File: src/rtl/noc_router_pkg.sv
////////////////////////////////////////
// Shared widths, flit layout, port and direction encodings for the router
// Imported by every RTL block of the mesh router
////////////////////////////////////////
package noc_router_pkg;

  ////////////////////////////////////////
  // Flit layout
  ////////////////////////////////////////

  // Flit body without the head/tail preamble
  localparam int DataWidth = 32;
  localparam int PortWidth = DataWidth + 2;

  // Preamble bit positions
  localparam int HeadBit = PortWidth - 1;
  localparam int TailBit = PortWidth - 2;

  typedef logic [PortWidth-1:0] flit_t;

  // Mesh position, x in the upper half
  typedef logic [2:0] coord_t;
  typedef logic [5:0] xy_t;

  // Head flit fields
  localparam int DestLsb    = 26;
  localparam int SrcLsb     = 20;
  localparam int RouteLsb   = 0;
  localparam int RouteWidth = 5;

  ////////////////////////////////////////
  // Ports and directions
  ////////////////////////////////////////

  // One-hot routing direction, bit position equals the port index
  typedef logic [RouteWidth-1:0] dir_t;

  localparam dir_t GoNorth = 5'b00001;
  localparam dir_t GoSouth = 5'b00010;
  localparam dir_t GoWest  = 5'b00100;
  localparam dir_t GoEast  = 5'b01000;
  localparam dir_t GoLocal = 5'b10000;

  typedef enum logic [2:0] {
    PortNorth = 3'd0,
    PortSouth = 3'd1,
    PortWest  = 3'd2,
    PortEast  = 3'd3,
    PortLocal = 3'd4
  } port_e;

  localparam int NumPorts = 5;

  // Input queue sizing
  localparam int QueueDepth = 4;
  typedef logic [$clog2(QueueDepth)-1:0] queue_ptr_t;

  ////////////////////////////////////////
  // XY helpers
  ////////////////////////////////////////

  // Neighbor position one hop away, north is y minus one
  function automatic xy_t step_xy(xy_t pos, dir_t dir);
    coord_t x;
    coord_t y;
    x = pos[5:3];
    y = pos[2:0];
    case (dir)
      GoNorth: y = y - 3'd1;
      GoSouth: y = y + 3'd1;
      GoWest:  x = x - 3'd1;
      GoEast:  x = x + 3'd1;
      default: ;
    endcase
    return {x, y};
  endfunction

endpackage

File: src/rtl/router_input_queue.sv
`timescale 1ns/10ps
////////////////////////////////////////
// Input queue of one router port, bypassed when empty
// Presents the head-of-line flit and the routing request of its worm
////////////////////////////////////////
module router_input_queue (
  input  logic                  clk,
  input  logic                  rst,
  input  noc_router_pkg::flit_t wr_flit_i,
  input  logic                  wr_valid_i,
  input  logic                  rd_i,
  output noc_router_pkg::flit_t head_flit_o,
  output logic                  head_valid_o,
  output noc_router_pkg::dir_t  route_req_o,
  output logic                  full_o
);
  import noc_router_pkg::*;

  // Flit storage
  flit_t      mem_q [QueueDepth];
  queue_ptr_t wr_ptr_q;
  queue_ptr_t rd_ptr_q;
  logic       full_q;
  logic       empty_q;
  logic       push;
  logic       pop;
  logic       head_present;
  dir_t       saved_req_q;

  // Empty queue shows the incoming flit directly
  assign head_flit_o  = empty_q ? wr_flit_i : mem_q[rd_ptr_q];
  assign head_valid_o = empty_q ? wr_valid_i : 1'b1;
  assign full_o       = full_q;

  // A bypassed flit read in the same cycle never enters the buffer
  assign push = wr_valid_i & ~full_q & ~(empty_q & rd_i);
  assign pop  = rd_i & ~empty_q;

  always_ff @(posedge clk) begin
    if (push) begin
      mem_q[wr_ptr_q] <= wr_flit_i;
    end
  end

  ////////////////////////////////////////
  // Pointers and registered flags
  ////////////////////////////////////////
  always_ff @(posedge clk) begin
    if (rst) begin
      wr_ptr_q <= '0;
      rd_ptr_q <= '0;
      full_q   <= 1'b0;
      empty_q  <= 1'b1;
    end else begin
      if (push) begin
        wr_ptr_q <= wr_ptr_q + 1'b1;
      end
      if (pop) begin
        rd_ptr_q <= rd_ptr_q + 1'b1;
      end
      // Flags only move when occupancy changes
      if (push && !pop) begin
        empty_q <= 1'b0;
        full_q  <= (queue_ptr_t'(wr_ptr_q + 1'b1) == rd_ptr_q);
      end else if (pop && !push) begin
        full_q  <= 1'b0;
        empty_q <= (queue_ptr_t'(rd_ptr_q + 1'b1) == wr_ptr_q);
      end
    end
  end

  ////////////////////////////////////////
  // Routing request of the current worm
  ////////////////////////////////////////
  assign head_present = head_valid_o & head_flit_o[HeadBit];
  assign route_req_o  = head_present ? head_flit_o[RouteLsb +: RouteWidth] : saved_req_q;

  // Kept for body flits, dropped once the tail is read
  always_ff @(posedge clk) begin
    if (rst) begin
      saved_req_q <= '0;
    end else if (rd_i && head_valid_o && head_flit_o[TailBit]) begin
      saved_req_q <= '0;
    end else if (head_present) begin
      saved_req_q <= head_flit_o[RouteLsb +: RouteWidth];
    end
  end

endmodule

File: src/rtl/router_rr_arbiter.sv
`timescale 1ns/10ps
////////////////////////////////////////
// Round-robin arbiter for one output port
////////////////////////////////////////
module router_rr_arbiter (
  input  logic       clk,
  input  logic       rst,
  input  logic [4:0] req_i,
  input  logic       tail_done_i,
  output logic [4:0] grant_o,
  output logic       grant_valid_o
);
  import noc_router_pkg::*;

  // Last winner, the input after it has top priority
  logic [2:0] last_q;
  logic [2:0] win_idx;
  logic       found;

  // Scan the inputs starting just past the last winner
  always_comb begin
    logic [3:0] idx;
    grant_o = '0;
    win_idx = last_q;
    found   = 1'b0;
    for (int k = 1; k <= NumPorts; k++) begin
      idx = {1'b0, last_q} + 4'(k);
      // Wrap around the five inputs
      if (idx >= 4'(NumPorts)) begin
        idx = idx - 4'(NumPorts);
      end
      if (req_i[idx[2:0]] && !found) begin
        grant_o[idx[2:0]] = 1'b1;
        win_idx           = idx[2:0];
        found             = 1'b1;
      end
    end
  end

  assign grant_valid_o = |req_i;

  // Priority moves only when a worm has fully left
  always_ff @(posedge clk) begin
    if (rst) begin
      last_q <= 3'(NumPorts - 1);
    end else if (tail_done_i) begin
      last_q <= win_idx;
    end
  end

endmodule

File: src/rtl/lookahead_xy_route.sv
`timescale 1ns/10ps
////////////////////////////////////////
// Lookahead XY routing for the next router on the path
////////////////////////////////////////
module lookahead_xy_route (
  input  noc_router_pkg::xy_t  position_i,
  input  noc_router_pkg::dir_t out_dir_i,
  input  noc_router_pkg::xy_t  dest_i,
  output noc_router_pkg::dir_t next_dir_o
);
  import noc_router_pkg::*;

  xy_t    neighbor;
  coord_t nb_x;
  coord_t nb_y;
  coord_t dst_x;
  coord_t dst_y;

  // Position of the router this flit will enter
  assign neighbor = step_xy(position_i, out_dir_i);
  assign nb_x     = neighbor[5:3];
  assign nb_y     = neighbor[2:0];
  assign dst_x    = dest_i[5:3];
  assign dst_y    = dest_i[2:0];

  // X first, then Y, then eject
  always_comb begin
    if (out_dir_i == GoLocal) begin
      // Leaving the mesh, the field is no longer used
      next_dir_o = GoLocal;
    end else if (dst_x > nb_x) begin
      next_dir_o = GoEast;
    end else if (dst_x < nb_x) begin
      next_dir_o = GoWest;
    end else if (dst_y > nb_y) begin
      next_dir_o = GoSouth;
    end else if (dst_y < nb_y) begin
      next_dir_o = GoNorth;
    end else begin
      next_dir_o = GoLocal;
    end
  end

endmodule

File: src/rtl/router_output_port.sv
`timescale 1ns/10ps
////////////////////////////////////////
// Output port: worm FSM, crossbar leg, lookahead insert and output register
// One instance per direction, PortIdx selects which one
////////////////////////////////////////
module router_output_port #(
  parameter noc_router_pkg::port_e PortIdx = noc_router_pkg::PortNorth
) (
  input  logic                        clk,
  input  logic                        rst,
  input  noc_router_pkg::xy_t         position_i,
  input  noc_router_pkg::flit_t [4:0] head_flits_i,
  input  logic                  [4:0] head_valid_i,
  input  noc_router_pkg::dir_t  [4:0] route_req_i,
  input  logic                        stop_i,
  output logic                  [4:0] rd_sel_o,
  output noc_router_pkg::flit_t       data_o,
  output logic                        data_void_o
);
  import noc_router_pkg::*;

  typedef enum logic {
    WaitHead,
    ForwardBody
  } worm_state_e;

  // Direction this port drives
  localparam dir_t OwnDir = dir_t'(1 << PortIdx);

  worm_state_e state_q;
  logic [4:0]  sel_q;
  logic [4:0]  head_req;
  logic [4:0]  arb_req;
  logic [4:0]  grant;
  logic [4:0]  sel;
  logic        grant_valid;
  logic        sel_valid;
  logic        fwd;
  logic        tail_done;
  flit_t       sel_flit;
  flit_t       out_flit;
  dir_t        next_dir;

  // Valid heads of other inputs routed here, own input masked
  always_comb begin
    for (int j = 0; j < NumPorts; j++) begin
      head_req[j] = head_valid_i[j] & head_flits_i[j][HeadBit] &
                    route_req_i[j][PortIdx] & (j != int'(PortIdx));
    end
  end

  // While a worm is in flight only its input competes
  assign arb_req = (state_q == WaitHead) ? head_req : sel_q;
  assign sel     = (state_q == WaitHead) ? (grant & {5{grant_valid}}) : sel_q;

  router_rr_arbiter u_arbiter (
    .clk          (clk),
    .rst          (rst),
    .req_i        (arb_req),
    .tail_done_i  (tail_done),
    .grant_o      (grant),
    .grant_valid_o(grant_valid)
  );

  ////////////////////////////////////////
  // Crossbar leg
  ////////////////////////////////////////
  always_comb begin
    sel_flit  = '0;
    sel_valid = 1'b0;
    for (int j = 0; j < NumPorts; j++) begin
      if (sel[j]) begin
        sel_flit  = head_flits_i[j];
        sel_valid = head_valid_i[j];
      end
    end
  end

  // Read only when downstream can take the flit
  assign fwd       = sel_valid & ~stop_i;
  assign rd_sel_o  = sel & head_valid_i & {5{~stop_i}};
  assign tail_done = fwd & sel_flit[TailBit];

  lookahead_xy_route u_route (
    .position_i(position_i),
    .out_dir_i (OwnDir),
    .dest_i    (sel_flit[DestLsb +: $bits(xy_t)]),
    .next_dir_o(next_dir)
  );

  // Head flit carries the next router's direction
  always_comb begin
    out_flit = sel_flit;
    if (state_q == WaitHead) begin
      out_flit[RouteLsb +: RouteWidth] = next_dir;
    end
  end

  ////////////////////////////////////////
  // Worm FSM
  ////////////////////////////////////////
  always_ff @(posedge clk) begin
    if (rst) begin
      state_q <= WaitHead;
      sel_q   <= '0;
    end else begin
      case (state_q)
        WaitHead: begin
          // Single-flit packets never leave WaitHead
          if (fwd && !sel_flit[TailBit]) begin
            state_q <= ForwardBody;
            sel_q   <= sel;
          end
        end
        ForwardBody: begin
          if (tail_done) begin
            state_q <= WaitHead;
            sel_q   <= '0;
          end
        end
        default: state_q <= WaitHead;
      endcase
    end
  end

  // Output register, frozen while stopped
  always_ff @(posedge clk) begin
    if (!stop_i) begin
      data_o <= out_flit;
    end
  end

  always_ff @(posedge clk) begin
    if (rst) begin
      data_void_o <= 1'b1;
    end else if (!stop_i) begin
      data_void_o <= ~fwd;
    end
  end

endmodule

File: src/rtl/mesh_router.sv
`timescale 1ns/10ps
////////////////////////////////////////
// Five-port mesh router top, wormhole switching with void/stop links
// position_i is the static XY location of this router
////////////////////////////////////////
module mesh_router (
  input  logic                  clk,
  input  logic                  rst,
  input  noc_router_pkg::xy_t   position_i,
  // Incoming links
  input  noc_router_pkg::flit_t data_n_i,
  input  noc_router_pkg::flit_t data_s_i,
  input  noc_router_pkg::flit_t data_w_i,
  input  noc_router_pkg::flit_t data_e_i,
  input  noc_router_pkg::flit_t data_p_i,
  input  logic [4:0]            data_void_i,
  output logic [4:0]            stop_o,
  // Outgoing links
  output noc_router_pkg::flit_t data_n_o,
  output noc_router_pkg::flit_t data_s_o,
  output noc_router_pkg::flit_t data_w_o,
  output noc_router_pkg::flit_t data_e_o,
  output noc_router_pkg::flit_t data_p_o,
  output logic [4:0]            data_void_o,
  input  logic [4:0]            stop_i
);
  import noc_router_pkg::*;

  flit_t [NumPorts-1:0] in_flit;
  flit_t [NumPorts-1:0] out_flit;
  flit_t [NumPorts-1:0] head_flit;
  logic  [NumPorts-1:0] head_valid;
  dir_t  [NumPorts-1:0] route_req;
  // Read vector of each output, one bit per input
  logic  [NumPorts-1:0] rd_sel [NumPorts];
  logic  [NumPorts-1:0] rd;

  assign in_flit[PortNorth] = data_n_i;
  assign in_flit[PortSouth] = data_s_i;
  assign in_flit[PortWest]  = data_w_i;
  assign in_flit[PortEast]  = data_e_i;
  assign in_flit[PortLocal] = data_p_i;

  assign data_n_o = out_flit[PortNorth];
  assign data_s_o = out_flit[PortSouth];
  assign data_w_o = out_flit[PortWest];
  assign data_e_o = out_flit[PortEast];
  assign data_p_o = out_flit[PortLocal];

  // Queue read strobe is the OR over all outputs
  always_comb begin
    rd = '0;
    for (int o = 0; o < NumPorts; o++) begin
      rd = rd | rd_sel[o];
    end
  end

  ////////////////////////////////////////
  // Input side, full queue raises stop
  ////////////////////////////////////////
  for (genvar i = 0; i < NumPorts; i++) begin : gen_input
    router_input_queue u_queue (
      .clk         (clk),
      .rst         (rst),
      .wr_flit_i   (in_flit[i]),
      .wr_valid_i  (~data_void_i[i]),
      .rd_i        (rd[i]),
      .head_flit_o (head_flit[i]),
      .head_valid_o(head_valid[i]),
      .route_req_o (route_req[i]),
      .full_o      (stop_o[i])
    );
  end

  // Output side
  for (genvar o = 0; o < NumPorts; o++) begin : gen_output
    router_output_port #(
      .PortIdx(port_e'(o))
    ) u_port (
      .clk         (clk),
      .rst         (rst),
      .position_i  (position_i),
      .head_flits_i(head_flit),
      .head_valid_i(head_valid),
      .route_req_i (route_req),
      .stop_i      (stop_i[o]),
      .rd_sel_o    (rd_sel[o]),
      .data_o      (out_flit[o]),
      .data_void_o (data_void_o[o])
    );
  end

endmodule

File: config.mk
export PLATFORM = sky130hd
export DESIGN_NAME = mesh_router
export DESIGN_NICKNAME = d
export VERILOG_FILES = /design/src/rtl/noc_router_pkg.sv /design/src/rtl/router_input_queue.sv /design/src/rtl/router_rr_arbiter.sv /design/src/rtl/lookahead_xy_route.sv /design/src/rtl/router_output_port.sv /design/src/rtl/mesh_router.sv
export SDC_FILE = /design/constraint.sdc
export NUM_CORES = 2
export LEC_CHECK = 0
export ABC_AREA = 1
export BUFFER_PORTS_ARGS = -buffer_cell sky130_fd_sc_hd__buf_2
export CORE_AREA = 8 8 328 330
export CTS_CLUSTER_DIAMETER = 200
export CTS_CLUSTER_SIZE = 40
export DETAILED_ROUTE_END_ITERATION = 8
export DIE_AREA = 0 0 336 338
export PLACE_DENSITY = 0.68
export SYNTH_ARGS = -nofsm -noshare
export SYNTH_HDL_FRONTEND = slang
export SYNTH_SLANG_ARGS = --single-unit
export TNS_END_PERCENT = 1
File: constraint.sdc
create_clock -name clk -period 8.4 [get_ports clk]
set_clock_uncertainty 0.05 [all_clocks]
set_input_delay 0.84 -clock clk [delete_from_list [all_inputs] [get_ports clk]]
set_output_delay 0.84 -clock clk [all_outputs]
set_load 0.03 [all_outputs]
==> reports/qor.csv <==
stage,metric,value,unit
run_status,status,"finished, final reports clean",
floorplan,Die Wd,336,um
drt,First-pass DRT Iterations,9,
yosys,largest cells by area after synthesis,"edfxtp_1 50%, o21ai_0 6.5%, nand2_1 6.0%",
placement,routability cong.,1.069,
final_layout,final-stage net count,6127,
critical_path,"slowest stage cell, crit path",o21ai_0,
drt,vias per cell,6.077,
yosys,Synth Area per Inst,9.001,um^2
critical_path,Setup crit end kind,register,
floorplan,starting density of the core,49.45,%
timing,final hold vios,0,
drt,drt drc,0,
timing,Fmax,0.1523,GHz
critical_path,worst path required time,8.86,ns
yosys,YS warnings,0,
timing,Final Max Slew Viols,0,
clocking,CTS buffer count,27,
clocking,hold-fix buffers at CTS,0,
floorplan,Core Region,102600,um^2
yosys,Synth Register Bits,940,
timing,fin crit period,6.565,ns
drt,DRT Wirelength,185900,um
drt,vias post-DR,44010,
clocking,clk slew on worst S/H paths,0.17,ns
critical_path,max incr delay on CP,0.53,ns
clocking,"Clk Latency, worst-skew pair",0.70,ns
clocking,CTS root buf,clkbuf_16,
clocking,CTS tree,built,
critical_path,CP max FO,35,
drt,antenna-violating nets left,0,
critical_path,Reg2Reg Depth,30,
placement,port bufs,367,
placement,Detail Placement HPWL,135300,um
timing,final setup violation count,0,
critical_path,worst path arrival time,7.02,ns
flow_run,max cap viols,0,
clocking,post-CTS sizing,0,
global_route,GR Util All Layers,31.22,%
yosys,share of the synthesized area in the top cell type,50.30,%
final_layout,Filler cells,9342,
timing,fin crit share,78.15,%
critical_path,Critical path destination,gen_output[2].u_port.data_o[1],
global_route,vias in the first global route,40340,
yosys,distinct cell type count after synthesis,69,
final_layout,layout cells sized above 1,13.13,%
yosys,Synth top cells by count,"850 x edfxtp_1, 811 x nand2_1, 804 x nor2_1",
yosys,Post-synth EDFFs,850,
critical_path,CP startpoint kind,register,
yosys,Syn Std Cell Area,50740,um^2
timing,setup TNS,0,ns
placement,Cells after DPL,7181,
drt,WL/cell,25.66,um
drt,first-iteration detailed-routing DRC count,6045,
floorplan,row count,118,
floorplan,IO Count,368,
global_route,largest net degree at the start of global routing,70,
critical_path,Critical Path Most Common Cell,nand2_1,
clocking,H-tree levels,1,
timing,relative slew slack,7.687,%
yosys,Synth area leader,edfxtp_1,
yosys,"count leader, synth",edfxtp_1,
yosys,Post-Syn Instances,5637,
timing,Slew @ Worst Pin,1.378,ns
yosys,Synth Flop Type,edfxtp_1,
final_layout,final cell count without fillers,7243,
floorplan,Die Y,338,um
yosys,post-synthesis async set-or-reset flop share,0,%
critical_path,r2r setup slk,1.84,ns
yosys,Mapped Nets,5934,
global_route,first-pass GRT wire length,267700,um
global_route,initial antenna violation count,18,
global_route,total gr overflow,0,
clocking,Max Buffers Root-to-Sink,3,
clocking,Sink Count,940,
critical_path,critical path type,reg -> reg,
timing,unrepaired setup endpoints after global routing,false,
floorplan,Die Footprint,113600,um^2
critical_path,reg2reg end,gen_output[2].u_port.data_o[1],
clocking,Post-CTS Setup Bufs,0,
final_layout,Layout area overhead,7.787,%
worst_hold_path,classification of the worst-slack hold path,in -> reg,
yosys,"Seq/Total Area, Yosys",53.85,%
## cell usage in the layout (no fill, tap or decap), drive strengths merged, types with 3 or more instances in the layout
cell    netlist  routed
ha          104     104
xnor2        14      14
diode         0      13
a32o          3       3
a31oi        67      67
o31ai         9       9
clkbuf      173      47
o221ai       72      72
nand3b        4       4
nand2       878     878
a221o         6       6
xor2         31      31
inv         474     477
nor2        833     833
nand4        69      69
o22ai        76      76
nor4          3       3
fa            5       5
a21oi       485     485
a22oi        67      67
or2           9       9
nor3         63      63
o21ai       763     763
a211oi        5       5
buf         145     482
o21a          8       8
clkinv        8       7
o211ai       36      36
edfxtp      850     850
a21boi        5       5
nand3       272     272
dfxtp        90      90
## through the flow
| step | setup WS (ns) | hold WS [ns] | utilization [%] | instance area (um^2) |
|---|---|---|---|---|
| after global routing | 1.515 | 0.3046 | 53.28 | 54670 |
| after detailed placement | 2.158 | 0.3870 | 52.51 | 53880 |
| after global placement | 2.209 | 0.3845 | 52.51 | 53880 |
| after CTS | 2.184 | 0.2688 | 53.27 | 54660 |
| after floorplan | 3.059 | 0.3681 | - | 50740 |
| final | 1.835 | 0.3144 | 53.30 | 54690 |
## how the worst min path moves through the flow
stage          depth (start not counted)  slack [ns]                                 to                     startpoint
2_1_floorplan                          2        0.37      gen_output[2].u_port.sel_q[2]  gen_output[2].u_port.sel_q[2]
5_1_grt                                1        0.30  gen_input[4].u_queue.mem_q[2][32]                   data_p_i[32]
3_3_place_gp                           2        0.38      gen_output[2].u_port.sel_q[2]  gen_output[2].u_port.sel_q[2]
6_report                               1        0.31  gen_input[2].u_queue.mem_q[2][19]                   data_w_i[19]
3_5_place_dp                           2        0.39      gen_output[2].u_port.sel_q[2]  gen_output[2].u_port.sel_q[2]
4_1_cts                                1        0.27   gen_input[4].u_queue.mem_q[0][3]                    data_p_i[3]
## area by class of cell
| type | instances | area (um^2) | share of cell area [%] |
|---|---|---|---|
| flip-flops and latches | 940 | 27330 | 49.97 |
| multi-input cells | 3897 | 20310 | 37.13 |
| repair buffers | 482 | 2700 | 4.937 |
| inverters | 482 | 1815 | 3.319 |
| well taps | 1380 | 1727 | 3.157 |
| clock buffers | 47 | 750.7 | 1.373 |
| diodes | 13 | 32.53 | 0.05948 |
| clock inverters | 2 | 28.78 | 0.05262 |
## cell families after synthesis
family / share of synthesized area (%)
and+or+nand+nor: 18.38
AOI/OAI and AO/OA: 17.74
DFF: 53.85
buffers and inverters: 6.470
adders and majority gates: 2.762
xor gates and xnor gates: 0.7915
## metal layers
| metal | vias up | part of all wire, % | global-route usage, % |
|---|---|---|---|
| met1 | 20990 | 38 | 40.59 |
| li1 | 20080 | - | - |
| met4 | 6 | 6.2 | 15.92 |
| met3 | 509 | 10 | 5.679 |
| met2 | 2432 | 45 | 50.14 |
| met5 | - | 0.022 | 0 |
## worst max-delay path: cells and delay by family, from the launching register on
| kind | cells | cell delay, ns |
|---|---|---|
| AND/OR/NAND/NOR | 17 | 2.07 |
| AO/OA/AOI/OAI | 7 | 2.05 |
| buffers and inverters | 5 | 1.52 |
| flip-flops | 1 | 0.34 |
| adder cells (fa/ha/maj) | 1 | 0.30 |
## sequential cells by signal (all words and copies together), names as in the netlist, named ones only
register and cells:
gen_output.u_port.data_o 170, gen_output.u_port.sel_q 25, gen_input.u_queue.mem_q 680, gen_input.u_queue.wr_ptr_q 10, gen_output.u_port.data_void_o 5, gen_input.u_queue.full_o 5, gen_input.u_queue.empty_q 5, gen_input.u_queue.rd_ptr_q 10
gen_output.u_port.u_arbiter.last_q 15
Power is not shown: default switching activity piles up to over one toggle a cycle in this logic, so the estimate is an artifact.
